--- config.mk ---
export PLATFORM = sky130hd
export DESIGN_NAME = lsu_top
export DESIGN_NICKNAME = d
export VERILOG_FILES = /design/src/design/lsu_types_pkg.sv /design/src/design/mem_bus_pkg.sv /design/src/design/lsu_addr_gen.sv /design/src/design/lsu_ctrl_fsm.sv /design/src/design/lsu_wait_timer.sv /design/src/design/lsu_store_align.sv /design/src/design/lsu_load_extend.sv /design/src/design/lsu_top.sv
export SDC_FILE = /design/constraint.sdc
export NUM_CORES = 1
export LEC_CHECK = 0
export ABC_AREA = 1
export BUFFER_PORTS_ARGS = -buffer_cell sky130_fd_sc_hd__buf_2
export CELL_PAD_IN_SITES_DETAIL_PLACEMENT = 0
export CELL_PAD_IN_SITES_GLOBAL_PLACEMENT = 1
export CORE_ASPECT_RATIO = 0.75
export CORE_MARGIN = 2
export CORE_UTILIZATION = 33
export CTS_CLUSTER_DIAMETER = 40
export CTS_CLUSTER_SIZE = 24
export DETAILED_ROUTE_END_ITERATION = 6
export MAX_ROUTING_LAYER = met4
export PLACE_DENSITY = 0.8
export SETUP_SLACK_MARGIN = 0.05
export SYNTH_ARGS = -nofsm -noshare
export SYNTH_HDL_FRONTEND = slang
export SYNTH_SLANG_ARGS = --single-unit
--- constraint.sdc ---
create_clock -name clk -period 3.72 [get_ports clk]
set_clock_uncertainty 0.2 [all_clocks]
set_input_delay 0.558 -clock clk [delete_from_list [all_inputs] [get_ports clk]]
set_output_delay 0.558 -clock clk [all_outputs]
set_load 0.01 [all_outputs]
--- src/design/lsu_types_pkg.sv ---
// Instruction-side types; only the eight RV32I load/store ops are encoded, no atomics or fences
`default_nettype none

package lsu_types_pkg;

    typedef logic [31:0] word_t;     // Register value
    typedef logic [4:0]  reg_idx_t;  // Register index
    typedef logic [11:0] imm12_t;    // I/S-type immediate, sign-extended on use

    typedef enum logic [2:0] {
        OP_LB  = 3'd0,
        OP_LBU = 3'd1,
        OP_LH  = 3'd2,
        OP_LHU = 3'd3,
        OP_LW  = 3'd4,
        OP_SB  = 3'd5,
        OP_SH  = 3'd6,
        OP_SW  = 3'd7
    } mem_op_e;

    typedef enum logic [1:0] {
        SIZE_BYTE = 2'd0,
        SIZE_HALF = 2'd1,
        SIZE_WORD = 2'd2
    } access_size_e;

    typedef struct packed {
        mem_op_e  op;
        reg_idx_t rd;          // Ignored for stores
        word_t    base;        // rs1 value
        word_t    store_data;  // rs2 value
        imm12_t   imm;
    } lsu_issue_t;

    typedef struct packed {
        reg_idx_t rd;
        word_t    data;            // Zero for stores and failed accesses
        logic     is_load;
        logic     err_misaligned;
        logic     err_timeout;
    } lsu_result_t;

endpackage

`default_nettype wire

--- src/design/mem_bus_pkg.sv ---
// Word-wide memory bus types; addresses are byte addresses but always word aligned on the bus
`default_nettype none

package mem_bus_pkg;

    typedef logic [31:0] bus_addr_t;  // Byte address
    typedef logic [31:0] bus_data_t;  // One word, four byte lanes
    typedef logic [3:0]  byte_en_t;   // One bit per lane, bit 0 is the lowest address

    // Request payload, qualified by mem_req_valid
    typedef struct packed {
        bus_addr_t addr;
        bus_data_t wdata;
        byte_en_t  be;
        logic      write;  // High for stores
    } mem_req_t;

    // Response payload, valid only in the cycle of mem_ready
    typedef struct packed {
        bus_data_t rdata;
    } mem_rsp_t;

endpackage

`default_nettype wire

--- src/design/lsu_addr_gen.sv ---
// Holds one instruction at a time; outputs are stable from the cycle after capture until the next
`timescale 1ns/1ps
`default_nettype none

module lsu_addr_gen
    import lsu_types_pkg::*;
    import mem_bus_pkg::*;
(
    input  logic         clk,
    input  logic         rst,
    input  logic         capture,
    input  lsu_issue_t   issue,
    output mem_op_e      op,
    output reg_idx_t     rd,
    output word_t        store_data,
    output bus_addr_t    addr,
    output access_size_e size,
    output logic         is_load,
    output logic         misaligned
);

    word_t imm_ext;

    assign imm_ext = {{20{issue.imm[11]}}, issue.imm};  // Sign extension for every op

    always_ff @(posedge clk or posedge rst) begin
        if (rst) begin
            op         <= OP_LW;
            rd         <= '0;
            store_data <= '0;
            addr       <= '0;
        end else if (capture) begin
            op         <= issue.op;
            rd         <= issue.rd;
            store_data <= issue.store_data;
            addr       <= bus_addr_t'(issue.base + imm_ext);
        end
    end

    always_comb begin
        unique case (op)
            OP_LB, OP_LBU, OP_SB: size = SIZE_BYTE;
            OP_LH, OP_LHU, OP_SH: size = SIZE_HALF;
            default:              size = SIZE_WORD;
        endcase
    end

    assign is_load = (op == OP_LB) || (op == OP_LBU) || (op == OP_LH) ||
                     (op == OP_LHU) || (op == OP_LW);

    // Natural alignment only, bytes never fault
    assign misaligned = ((size == SIZE_HALF) && addr[0]) ||
                        ((size == SIZE_WORD) && (addr[1:0] != 2'b00));

endmodule

`default_nettype wire

--- src/design/lsu_ctrl_fsm.sv ---
// One access in flight; a grant and a timeout in the same cycle count as a grant
`timescale 1ns/1ps
`default_nettype none

module lsu_ctrl_fsm (
    input  logic clk,
    input  logic rst,
    input  logic issue_valid,
    input  logic misaligned,
    input  logic is_load,
    input  logic mem_ready,
    input  logic expired,
    output logic capture,
    output logic timer_run,
    output logic mem_req_valid,
    output logic load_capture,
    output logic done_valid,
    output logic err_misaligned,
    output logic err_timeout,
    output logic busy
);

    typedef enum logic [1:0] {
        IDLE    = 2'd0,
        CHECK   = 2'd1,  // Captured instruction is decoded, alignment known
        REQUEST = 2'd2,  // Waiting for mem_ready
        FINISH  = 2'd3   // Bus access ended, report it
    } state_e;

    state_e state;
    state_e state_next;
    logic   timeout_q;   // Reason the bus phase ended
    logic   bus_end;

    // Request is raised straight from CHECK so it appears one cycle after issue
    assign mem_req_valid = ((state == CHECK) && !misaligned) || (state == REQUEST);
    assign bus_end       = mem_req_valid && (mem_ready || expired);

    assign capture        = (state == IDLE) && issue_valid;  // Strobes while busy are dropped
    assign timer_run      = mem_req_valid;
    assign load_capture   = mem_req_valid && mem_ready && is_load;
    assign busy           = (state != IDLE);

    // Misalignment is reported from CHECK, bus outcomes from FINISH
    assign done_valid     = ((state == CHECK) && misaligned) || (state == FINISH);
    assign err_misaligned = (state == CHECK) && misaligned;
    assign err_timeout    = (state == FINISH) && timeout_q;

    always_comb begin
        state_next = state;
        unique case (state)
            IDLE: begin
                if (issue_valid) state_next = CHECK;
            end
            CHECK: begin
                if (misaligned)   state_next = IDLE;
                else if (bus_end) state_next = FINISH;
                else              state_next = REQUEST;
            end
            REQUEST: begin
                if (bus_end) state_next = FINISH;
            end
            FINISH: begin
                state_next = IDLE;
            end
            default: state_next = IDLE;
        endcase
    end

    always_ff @(posedge clk or posedge rst) begin
        if (rst) begin
            state     <= IDLE;
            timeout_q <= 1'b0;
        end else begin
            state <= state_next;
            if (bus_end) begin
                timeout_q <= !mem_ready;  // Grant takes priority
            end
        end
    end

endmodule

`default_nettype wire

--- src/design/lsu_wait_timer.sv ---
// TIMEOUT_CYCLES must lie in 2..255; expired is combinational and only valid while run is high
`timescale 1ns/1ps
`default_nettype none

module lsu_wait_timer #(
    parameter int TIMEOUT_CYCLES = 16
) (
    input  logic clk,
    input  logic rst,
    input  logic run,
    output logic expired
);

    localparam int CNT_W = $clog2(TIMEOUT_CYCLES);

    typedef logic [CNT_W-1:0] count_t;

    localparam count_t LAST = count_t'(TIMEOUT_CYCLES - 1);

    count_t cnt;  // Completed run cycles before the current one

    // Current cycle is number cnt+1, so this is the TIMEOUT_CYCLES-th
    assign expired = run && (cnt == LAST);

    always_ff @(posedge clk or posedge rst) begin
        if (rst) begin
            cnt <= '0;
        end else if (!run) begin
            cnt <= '0;              // Fresh count for every request
        end else if (cnt != LAST) begin
            cnt <= cnt + count_t'(1);
        end
    end

endmodule

`default_nettype wire

--- src/design/lsu_store_align.sv ---
// Purely combinational; assumes the access is aligned, misaligned ops never reach the bus
`timescale 1ns/1ps
`default_nettype none

module lsu_store_align
    import lsu_types_pkg::*;
    import mem_bus_pkg::*;
(
    input  bus_addr_t    addr,
    input  access_size_e size,
    input  word_t        store_data,
    input  logic         is_load,
    output mem_req_t     req
);

    bus_data_t wdata;
    byte_en_t  lane_be;

    always_comb begin
        unique case (size)
            SIZE_BYTE: begin
                wdata   = {4{store_data[7:0]}};        // Same byte on every lane
                lane_be = byte_en_t'(4'b0001 << addr[1:0]);
            end
            SIZE_HALF: begin
                wdata   = {2{store_data[15:0]}};
                lane_be = addr[1] ? 4'b1100 : 4'b0011;
            end
            default: begin
                wdata   = store_data;
                lane_be = 4'b1111;
            end
        endcase
    end

    assign req.addr  = {addr[31:2], 2'b00};
    assign req.wdata = wdata;
    assign req.be    = is_load ? 4'b1111 : lane_be;  // Loads read the full word
    assign req.write = !is_load;

endmodule

`default_nettype wire

--- src/design/lsu_load_extend.sv ---
// Lane is picked from the effective address; load_data holds until the next load completes
`timescale 1ns/1ps
`default_nettype none

module lsu_load_extend
    import lsu_types_pkg::*;
    import mem_bus_pkg::*;
(
    input  logic      clk,
    input  logic      rst,
    input  logic      load_capture,
    input  mem_op_e   op,
    input  bus_addr_t addr,
    input  mem_rsp_t  rsp,
    output word_t     load_data
);

    logic [7:0]  byte_sel;
    logic [15:0] half_sel;
    word_t       ext_data;

    assign byte_sel = rsp.rdata[8*addr[1:0] +: 8];
    assign half_sel = addr[1] ? rsp.rdata[31:16] : rsp.rdata[15:0];

    always_comb begin
        unique case (op)
            OP_LB:   ext_data = {{24{byte_sel[7]}}, byte_sel};
            OP_LBU:  ext_data = {24'd0, byte_sel};
            OP_LH:   ext_data = {{16{half_sel[15]}}, half_sel};
            OP_LHU:  ext_data = {16'd0, half_sel};
            OP_LW:   ext_data = rsp.rdata;
            default: ext_data = '0;  // Stores carry no data
        endcase
    end

    always_ff @(posedge clk or posedge rst) begin
        if (rst) begin
            load_data <= '0;
        end else if (load_capture) begin
            load_data <= ext_data;  // rdata is only valid in the mem_ready cycle
        end
    end

endmodule

`default_nettype wire

--- src/design/lsu_top.sv ---
// Issue only while busy is low; result is valid only with done_valid, mem_rsp only with mem_ready
`timescale 1ns/1ps
`default_nettype none

module lsu_top
    import lsu_types_pkg::*;
    import mem_bus_pkg::*;
#(
    parameter int TIMEOUT_CYCLES = 16
) (
    input  logic        clk,
    input  logic        rst,
    input  logic        issue_valid,
    input  lsu_issue_t  issue,
    input  logic        mem_ready,
    input  mem_rsp_t    mem_rsp,
    output logic        busy,
    output logic        mem_req_valid,
    output mem_req_t    mem_req,
    output logic        done_valid,
    output lsu_result_t result
);

    mem_op_e      op;
    reg_idx_t     rd;
    word_t        store_data;
    bus_addr_t    addr;
    access_size_e size;
    logic         is_load;
    logic         misaligned;
    logic         capture;
    logic         timer_run;
    logic         expired;
    logic         load_capture;
    logic         err_misaligned;
    logic         err_timeout;
    word_t        load_data;

    lsu_addr_gen u_addr_gen (
        .clk        (clk),
        .rst        (rst),
        .capture    (capture),
        .issue      (issue),
        .op         (op),
        .rd         (rd),
        .store_data (store_data),
        .addr       (addr),
        .size       (size),
        .is_load    (is_load),
        .misaligned (misaligned)
    );

    lsu_ctrl_fsm u_ctrl_fsm (
        .clk            (clk),
        .rst            (rst),
        .issue_valid    (issue_valid),
        .misaligned     (misaligned),
        .is_load        (is_load),
        .mem_ready      (mem_ready),
        .expired        (expired),
        .capture        (capture),
        .timer_run      (timer_run),
        .mem_req_valid  (mem_req_valid),
        .load_capture   (load_capture),
        .done_valid     (done_valid),
        .err_misaligned (err_misaligned),
        .err_timeout    (err_timeout),
        .busy           (busy)
    );

    lsu_wait_timer #(
        .TIMEOUT_CYCLES (TIMEOUT_CYCLES)
    ) u_wait_timer (
        .clk     (clk),
        .rst     (rst),
        .run     (timer_run),
        .expired (expired)
    );

    lsu_store_align u_store_align (
        .addr       (addr),
        .size       (size),
        .store_data (store_data),
        .is_load    (is_load),
        .req        (mem_req)
    );

    lsu_load_extend u_load_extend (
        .clk          (clk),
        .rst          (rst),
        .load_capture (load_capture),
        .op           (op),
        .addr         (addr),
        .rsp          (mem_rsp),
        .load_data    (load_data)
    );

    // Failed loads return zero like stores
    assign result = '{
        rd:             rd,
        data:           (is_load && !err_misaligned && !err_timeout) ? load_data : '0,
        is_load:        is_load,
        err_misaligned: err_misaligned,
        err_timeout:    err_timeout
    };

endmodule

`default_nettype wire

==> impl_metrics.py, run 1 <==
metrics = {
    "outcome": {
        "outcome": "complete, no violations",
    },
    "logic_synthesis": {
        "synth_xor_area_frac": 0.0170,
        "synth_top_family_by_area": "simple AND/OR/NAND/NOR gates",
        "synth_compound_area_frac": 0.0940,
        "muxShareOfSynthArea": 0.00729,
        "synthAdderAreaFrac": 0.0510,
        "yosysWarnings": 0,
        "synth_flop_cell": "dfrtp_1",
        "ys_seq_elements": 111,
        "yosysUniqueCellTypes": 41,
        "synthArstFlopShare": 1.00,
        "synth_area_per_cell_um2": 6.44,
        "synth_seq_area_share": 0.337,
        "synth-simple-area-share": 0.333,
        "syn_inst": 1280,
        "syn_area_mm2": 0.00824,
        "synth-edff-count": 0,
    },
    "clock_network": {
        "cts_hold_buf": 0,
        "htree_levels": 3,
        "ctsLongestPathBuffers": 2,
        "cts_tree": "yes",
        "post_cts_buffers": 0,
        "root_buffer": "clkbuf_16",
        "cts_resized": 0,
        "clk_pin_slew_worst_paths_ns": 0.08,
        "cts-buffers-inserted": 9,
        "clk_latency_ns": 0.36,
        "clkSinkCount": 111,
    },
    "timing": {
        "hold_violations": 0,
        "period_minus_slack_ns": 3.30,
        "fmax_mhz": 303,
        "setup_tns_ns": 0,
        "rsz0062_at_grt": "false",
        "slew_headroom": 0.392,
        "setup_violations": 0,
        "min_period_over_period": 0.888,
        "worstMarginPinSlew_ns": 0.911,
        "report.final.slew_viol_count": 0,
        "fin_ws_ns": 0.418,
    },
    "global_routing": {
        "grt_use_met1": 0.290,
        "track_usage": 0.200,
        "grt_overflow": 0,
        "grt_pass1_vias": 7669,
        "grt_pass1_wl_um": 40600,
        "grt.met2_usage": 0.287,
        "met3_usage": 0.0461,
        "antenna_found_initial": 1,
        "busiest_layer": "met1",
        "grt_max_degree": 112,
    },
    "floorplan": {
        "core_mm2": 0.0248,
        "die_y_um": 141,
        "initial_utilization": 0.333,
        "dieArea_mm2": 0.0263,
        "io_pins": 232,
        "die_width_um": 186,
        "rows": 50,
    },
    "place": {
        "place_congestion": 0.892,
        "pre_cts_slack_ns": 0.790,
        "dp_hpwl_um": 19500,
        "port_buffers": 229,
    },
    "final_layout": {
        "drive_gt1_frac": 0.192,
        "areaGrowthSynthToFinish_pct": 17.5,
        "final_cell_mix": "nand2_1 (509), buf_2 (229), inv_1 (201), dfrtp_1 (110), nor2_1 (91)",
        "final_common_cell": "nand2_1",
        "fillCellCount": 2791,
        "nets": 1600,
    },
    "critical_path": {
        "crit_path_start": "u_addr_gen.op[2]",
        "crit_required_ns": 2.96,
        "path_class": "flip-flop to primary output",
        "critPathMaxFanout": 32,
        "worstSetupStartpointType": "flip-flop",
        "endpoint_kind": "primary output",
        "timing.rr.start": "u_addr_gen.op[2]",
        "crit_path_max_incr_delay_ns": 0.72,
        "crit_chain": "a21oi_2, inv_2, nand2_2, nand2_2, nand4_1, nand3_1, buf_4, nor2_1, buf_2",
        "critPathArrivalTime_ns": 2.54,
        "crit_path_top_delay_cell": "dfstp_2",
        "crit_top_cell": "nand2_2",
    },
    "route": {
        "wl_per_cell_um": 14.0,
        "vias_per_cell": 4.47,
        "ant_nets": 0,
        "drc": 0,
        "via_count": 8014,
        "firstDrtPassIters": 5,
        "drt_iter0_drc": 468,
        "drt-total-wl_um": 25100,
    },
    "power": {
        "power_density_mw_per_mm2": 738,
        "ir_worst_vdd_uv": 419,
        "leakagePower_nw": 5.72,
    },
    "worst_hold_path": {
        "hp-class": "input pin to asynchronous set/reset pin",
    },
    "run": {
        "max-cap-violations": 0,
    },
}
==> sequential cells by signal, indices dropped and copies added (netlist names), named ones only <==
register	cells
u_wait_timer.cnt	4
u_addr_gen.addr	32
u_load_extend.load_data	32
u_ctrl_fsm.state	1
u_addr_gen.op	3
u_ctrl_fsm.timeout_q	1
u_addr_gen.store_data	32
u_addr_gen.rd	5
==> synth_stat cells, types with 3 or more instances <==
library cell  count  area [µm²]
ha_1             32         400
nand2_1         510        1910
dfrtp_1         110        2750
nand2_2           3        18.8
nand3_1          55         275
nand3b_1          5        37.5
inv_2             5        18.8
o21ai_1           6        30.0
o31ai_1           7        52.6
clkbuf_1         20        75.1
nor3_1           11        55.1
buf_6             5        56.3
buf_4            45         338
buf_2             9        45.0
inv_1           202         758
xor2_1            3        26.3
xnor2_1          13         114
nand4_1           7        43.8
o21bai_1          3        22.5
o211ai_1          8        60.1
o21ai_0          53         265
nor2_1           91         342
a21oi_1          44         220
o21ai_2           8        70.1
mux2i_1           6        60.1
==> stage by stage <==
step	total power, mW	hold slack [ns]	utilization	std cells	cell area, µm²
2_1_floorplan	4.98	0.249	-	1281	8250
3_3_place_gp	6.06	0.261	0.378	1774	9350
3_5_place_dp	6.09	0.260	0.378	1774	9350
4_1_cts	7.24	0.166	0.391	1790	9680
5_1_grt	7.85	0.174	0.391	1791	9690
6_report	7.15	0.147	0.391	1791	9690
==> where the power goes <==
group,internal [mW],switching [mW],total (mW)
Clock,0.615,0.497,1.11
Sequential,1.77,0.371,2.14
Combinational,1.36,2.53,3.89
Total,3.74,3.40,7.15
==> cell type report <==
cell class / instances / area (µm²) / share of cell area
antenna: 1 / 2.50 / 0.000258
clock inverter: 6 / 91.3 / 0.00943
multi-input combinational: 881 / 4150 / 0.429
timing repair buffer: 236 / 1210 / 0.125
inverter: 208 / 787 / 0.0812
tap: 338 / 423 / 0.0437
clock buffer: 10 / 239 / 0.0247
sequential: 111 / 2780 / 0.287
==> routing by layer <==
layer / vias to the layer above / wire (µm)
li1: 4207 / -
met1: 3598 / 13100
met2: 197 / 10200
met3: 12 / 1630
met4: 0 / 166
met5: - / 0
==> final timing paths <==
check | endpoint | slack (ns) | depth (start not counted)
worst min register to register | u_addr_gen.addr[18] | 0.28 | 2
worst max register to register | u_load_extend.load_data[24] | 1.03 | 11
worst min-delay path | u_addr_gen.addr[12] | 0.15 | 3
min in group clk | u_addr_gen.store_data[1] | 0.18 | 3
worst max-delay path | result[23] | 0.42 | 9
max in group asynchronous | u_addr_gen.addr[26] | 2.62 | 3
==> critical path: cells and delay by family (launching register included) <==
family / cells / cell delay [ns]
flops: 1 / 0.72
simple gates: 5 / 0.72
compound gates: 1 / 0.11
buf+inv: 3 / 0.61
==> cells by family after synthesis <==
| family | after synthesis |
|---|---|
| adders and majority gates | 33 |
| AOI/OAI and AO/OA | 136 |
| other | 1 |
| muxes | 6 |
| and+or+nand+nor | 688 |
| buffers and inverters | 289 |
| DFF | 111 |
| xor gates and xnor gates | 16 |
Power figures use the tool's default switching activity.
==> run 2: changes to the inputs <==
- ABC_AREA: 1 -> 0
- CORE_UTILIZATION: 33 -> 34
- PLACE_DENSITY: 0.8 -> 0.79
==> impl_metrics.py, run 2 <==
metrics = {
    "global_routing": {
        "met3_usage": 0.0468,
        "grt_max_degree": 63,
        "grt_pass1_vias": 6746,
        "antenna_found_initial": 3,
        "grt_pass1_wl_um": 36900,
        "grt.met2_usage": 0.293,
        "track_usage": 0.206,
        "busiest_layer": "met1",
        "grt_use_met1": 0.297,
        "grt_overflow": 0,
    },
    "floorplan": {
        "rows": 47,
        "io_pins": 232,
        "core_mm2": 0.0219,
        "initial_utilization": 0.344,
        "die_y_um": 133,
        "die_width_um": 176,
        "dieArea_mm2": 0.0234,
    },
    "place": {
        "place_congestion": 0.904,
        "port_buffers": 229,
        "dp_hpwl_um": 17900,
        "pre_cts_slack_ns": 0.476,
        "place_area_mm2": 0.00864,
    },
    "route": {
        "vias_per_cell": 5.15,
        "drt-total-wl_um": 23300,
        "wl_per_cell_um": 16.9,
        "firstDrtPassIters": 5,
        "drc": 0,
        "via_count": 7073,
        "ant_nets": 0,
        "drt_iter0_drc": 511,
    },
    "timing": {
        "rsz0062_at_grt": "false",
        "fmax_mhz": 293,
        "hold_violations": 0,
        "report.final.slew_viol_count": 0,
        "slew_headroom": 0.518,
        "period_minus_slack_ns": 3.42,
        "setup_violations": 0,
        "fin_ws_ns": 0.305,
        "min_period_over_period": 0.918,
        "setup_tns_ns": 0,
        "hold_ws_ns": 0.0819,
        "worstMarginPinSlew_ns": 0.723,
    },
    "critical_path": {
        "critPathMaxFanout": 32,
        "critPathArrivalTime_ns": 2.66,
        "r2r-end": "u_load_extend.load_data[8]",
        "path_class": "flip-flop to primary output",
        "critPathCapture": "result[25]",
        "endpoint_kind": "primary output",
        "crit_path_start": "u_addr_gen.op[1]",
        "crit_required_ns": 2.96,
        "timing.rr.start": "u_addr_gen.op[1]",
        "regToRegSetupSlack_ns": 0.73,
        "reg2regPathDepth": 6,
        "worstSetupStartpointType": "flip-flop",
    },
    "power": {
        "leakagePower_nw": 4.50,
        "finalPower_mw": 6.73,
        "ir_worst_vdd_uv": 403,
        "power_density_mw_per_mm2": 754,
    },
    "logic_synthesis": {
        "synthArstFlopShare": 1.00,
        "synth_top_area_frac": 0.365,
        "synthTopCellsByArea": "dfrtp_1 (37%), nand2_1 (10%), ha_1 (5.3%)",
        "synth-edff-count": 0,
        "synth_area_per_cell_um2": 8.28,
        "yosysWarnings": 0,
        "syn_area_mm2": 0.00754,
        "synth_seq_area_share": 0.369,
        "yosysUniqueCellTypes": 68,
        "synth_top_cell_by_area": "dfrtp_1",
        "ys_top_cells_by_count": "nand2_1 (205), dfrtp_1 (110), a21oi_1 (65)",
        "syn_inst": 911,
        "synth_flop_cell": "dfrtp_1",
        "yosysMostFrequentCell": "nand2_1",
        "ys_seq_elements": 111,
    },
    "final_layout": {
        "fillCellCount": 2292,
        "nets": 1226,
        "final_area_mm2": 0.00893,
        "reg_top3": "u_addr_gen.addr x32, u_addr_gen.store_data x32, u_load_extend.load_data x32",
        "areaGrowthSynthToFinish_pct": 18.5,
        "final_common_cell": "buf_2",
        "final_cell_mix": "buf_2 (229), nand2_1 (204), dfrtp_1 (110), a21oi_1 (65), o21ai_0 (56)",
        "drive_gt1_frac": 0.274,
    },
    "outcome": {
        "outcome": "complete, no violations",
    },
    "clock_network": {
        "ctsLongestPathBuffers": 2,
        "cts_hold_buf": 0,
        "htree_levels": 3,
        "clkSinkCount": 111,
        "post_cts_buffers": 0,
        "cts-buffers-inserted": 9,
        "clk_latency_ns": 0.36,
        "root_buffer": "clkbuf_16",
        "clk_pin_slew_worst_paths_ns": 0.09,
        "cts_tree": "yes",
        "cts_resized": 0,
    },
    "worst_hold_path": {
        "hp-class": "input pin to asynchronous set/reset pin",
    },
    "run": {
        "max-cap-violations": 0,
    },
}
run 2: cell types whose count changed after synthesis, moves of 20 or more:
cell,previous run,this run
a31oi_1,0,21
mux2_2,0,20
nor2_1,91,52
a21oi_1,44,65
inv_1,202,21
nand2_1,510,205
nand3_1,55,12
and2_1,0,36
run 2: layout make-up:
cell class                 count  area (µm²)  area share
antenna                        2        5.00    0.000560
clock buffer                  10         229      0.0256
clock inverter                 6        57.6     0.00644
inverter                      21        82.6     0.00924
multi-input combinational    689        4160       0.466
sequential                   111        2780       0.311
tap                          294         368      0.0412
timing repair buffer         241        1250       0.140
run 2: cells by family after synthesis:
| family | after synthesis | share of synthesized area |
|---|---|---|
| simple gates | 360 | 0.214 |
| compound gates | 231 | 0.197 |
| buf+inv | 112 | 0.0811 |
| flops | 111 | 0.369 |
| mux | 38 | 0.0538 |
| fa+ha+maj | 33 | 0.0557 |
| xor+xnor | 25 | 0.0290 |
| other cells | 1 | 0.000497 |
run 2: worst max-delay path: stages (launching register included):
cell     delay, ns
dfrtp_1       0.52
nor2_1        0.39
o21ai_4       0.11
o22ai_1       0.39
nor2b_1       0.26
nor3_2        0.06
buf_4         0.21
and2_1        0.21
buf_2         0.14
run 2: per-stage QoR:
stage,util,std cells
6_report,0.407,1374
5_1_grt,0.407,1374
4_1_cts,0.407,1372
3_5_place_dp,0.394,1356
3_3_place_gp,0.394,1356
2_1_floorplan,-,912
run 2: report_power, final:
| part | total (mW) | switching [mW] | leakage, nW | internal [mW] |
|---|---|---|---|---|
| registers | 2.10 | 0.366 | 1.40 | 1.73 |
| logic | 3.65 | 2.18 | 2.96 | 1.46 |
| clock network | 0.985 | 0.510 | 0.142 | 0.475 |
| total | 6.73 | 3.06 | 4.50 | 3.67 |
run 2: worst min-delay path by stage:
stage,start,end,slack [ns],cells after the start
6_report,rst,u_load_extend.load_data[27],0.08,2
5_1_grt,rst,u_load_extend.load_data[27],0.12,2
4_1_cts,rst,u_load_extend.load_data[27],0.08,2
3_5_place_dp,u_addr_gen.store_data[23],u_addr_gen.store_data[23],0.26,2
3_3_place_gp,u_addr_gen.rd[0],u_addr_gen.rd[0],0.25,2
2_1_floorplan,u_load_extend.load_data[5],u_load_extend.load_data[5],0.24,2
run 2: layer usage:
metal / vias up / routed length [µm]
met5: - / 0
met4: 0 / 180
met3: 11 / 1580
met2: 232 / 9950
met1: 3372 / 11600
li1: 3458 / -
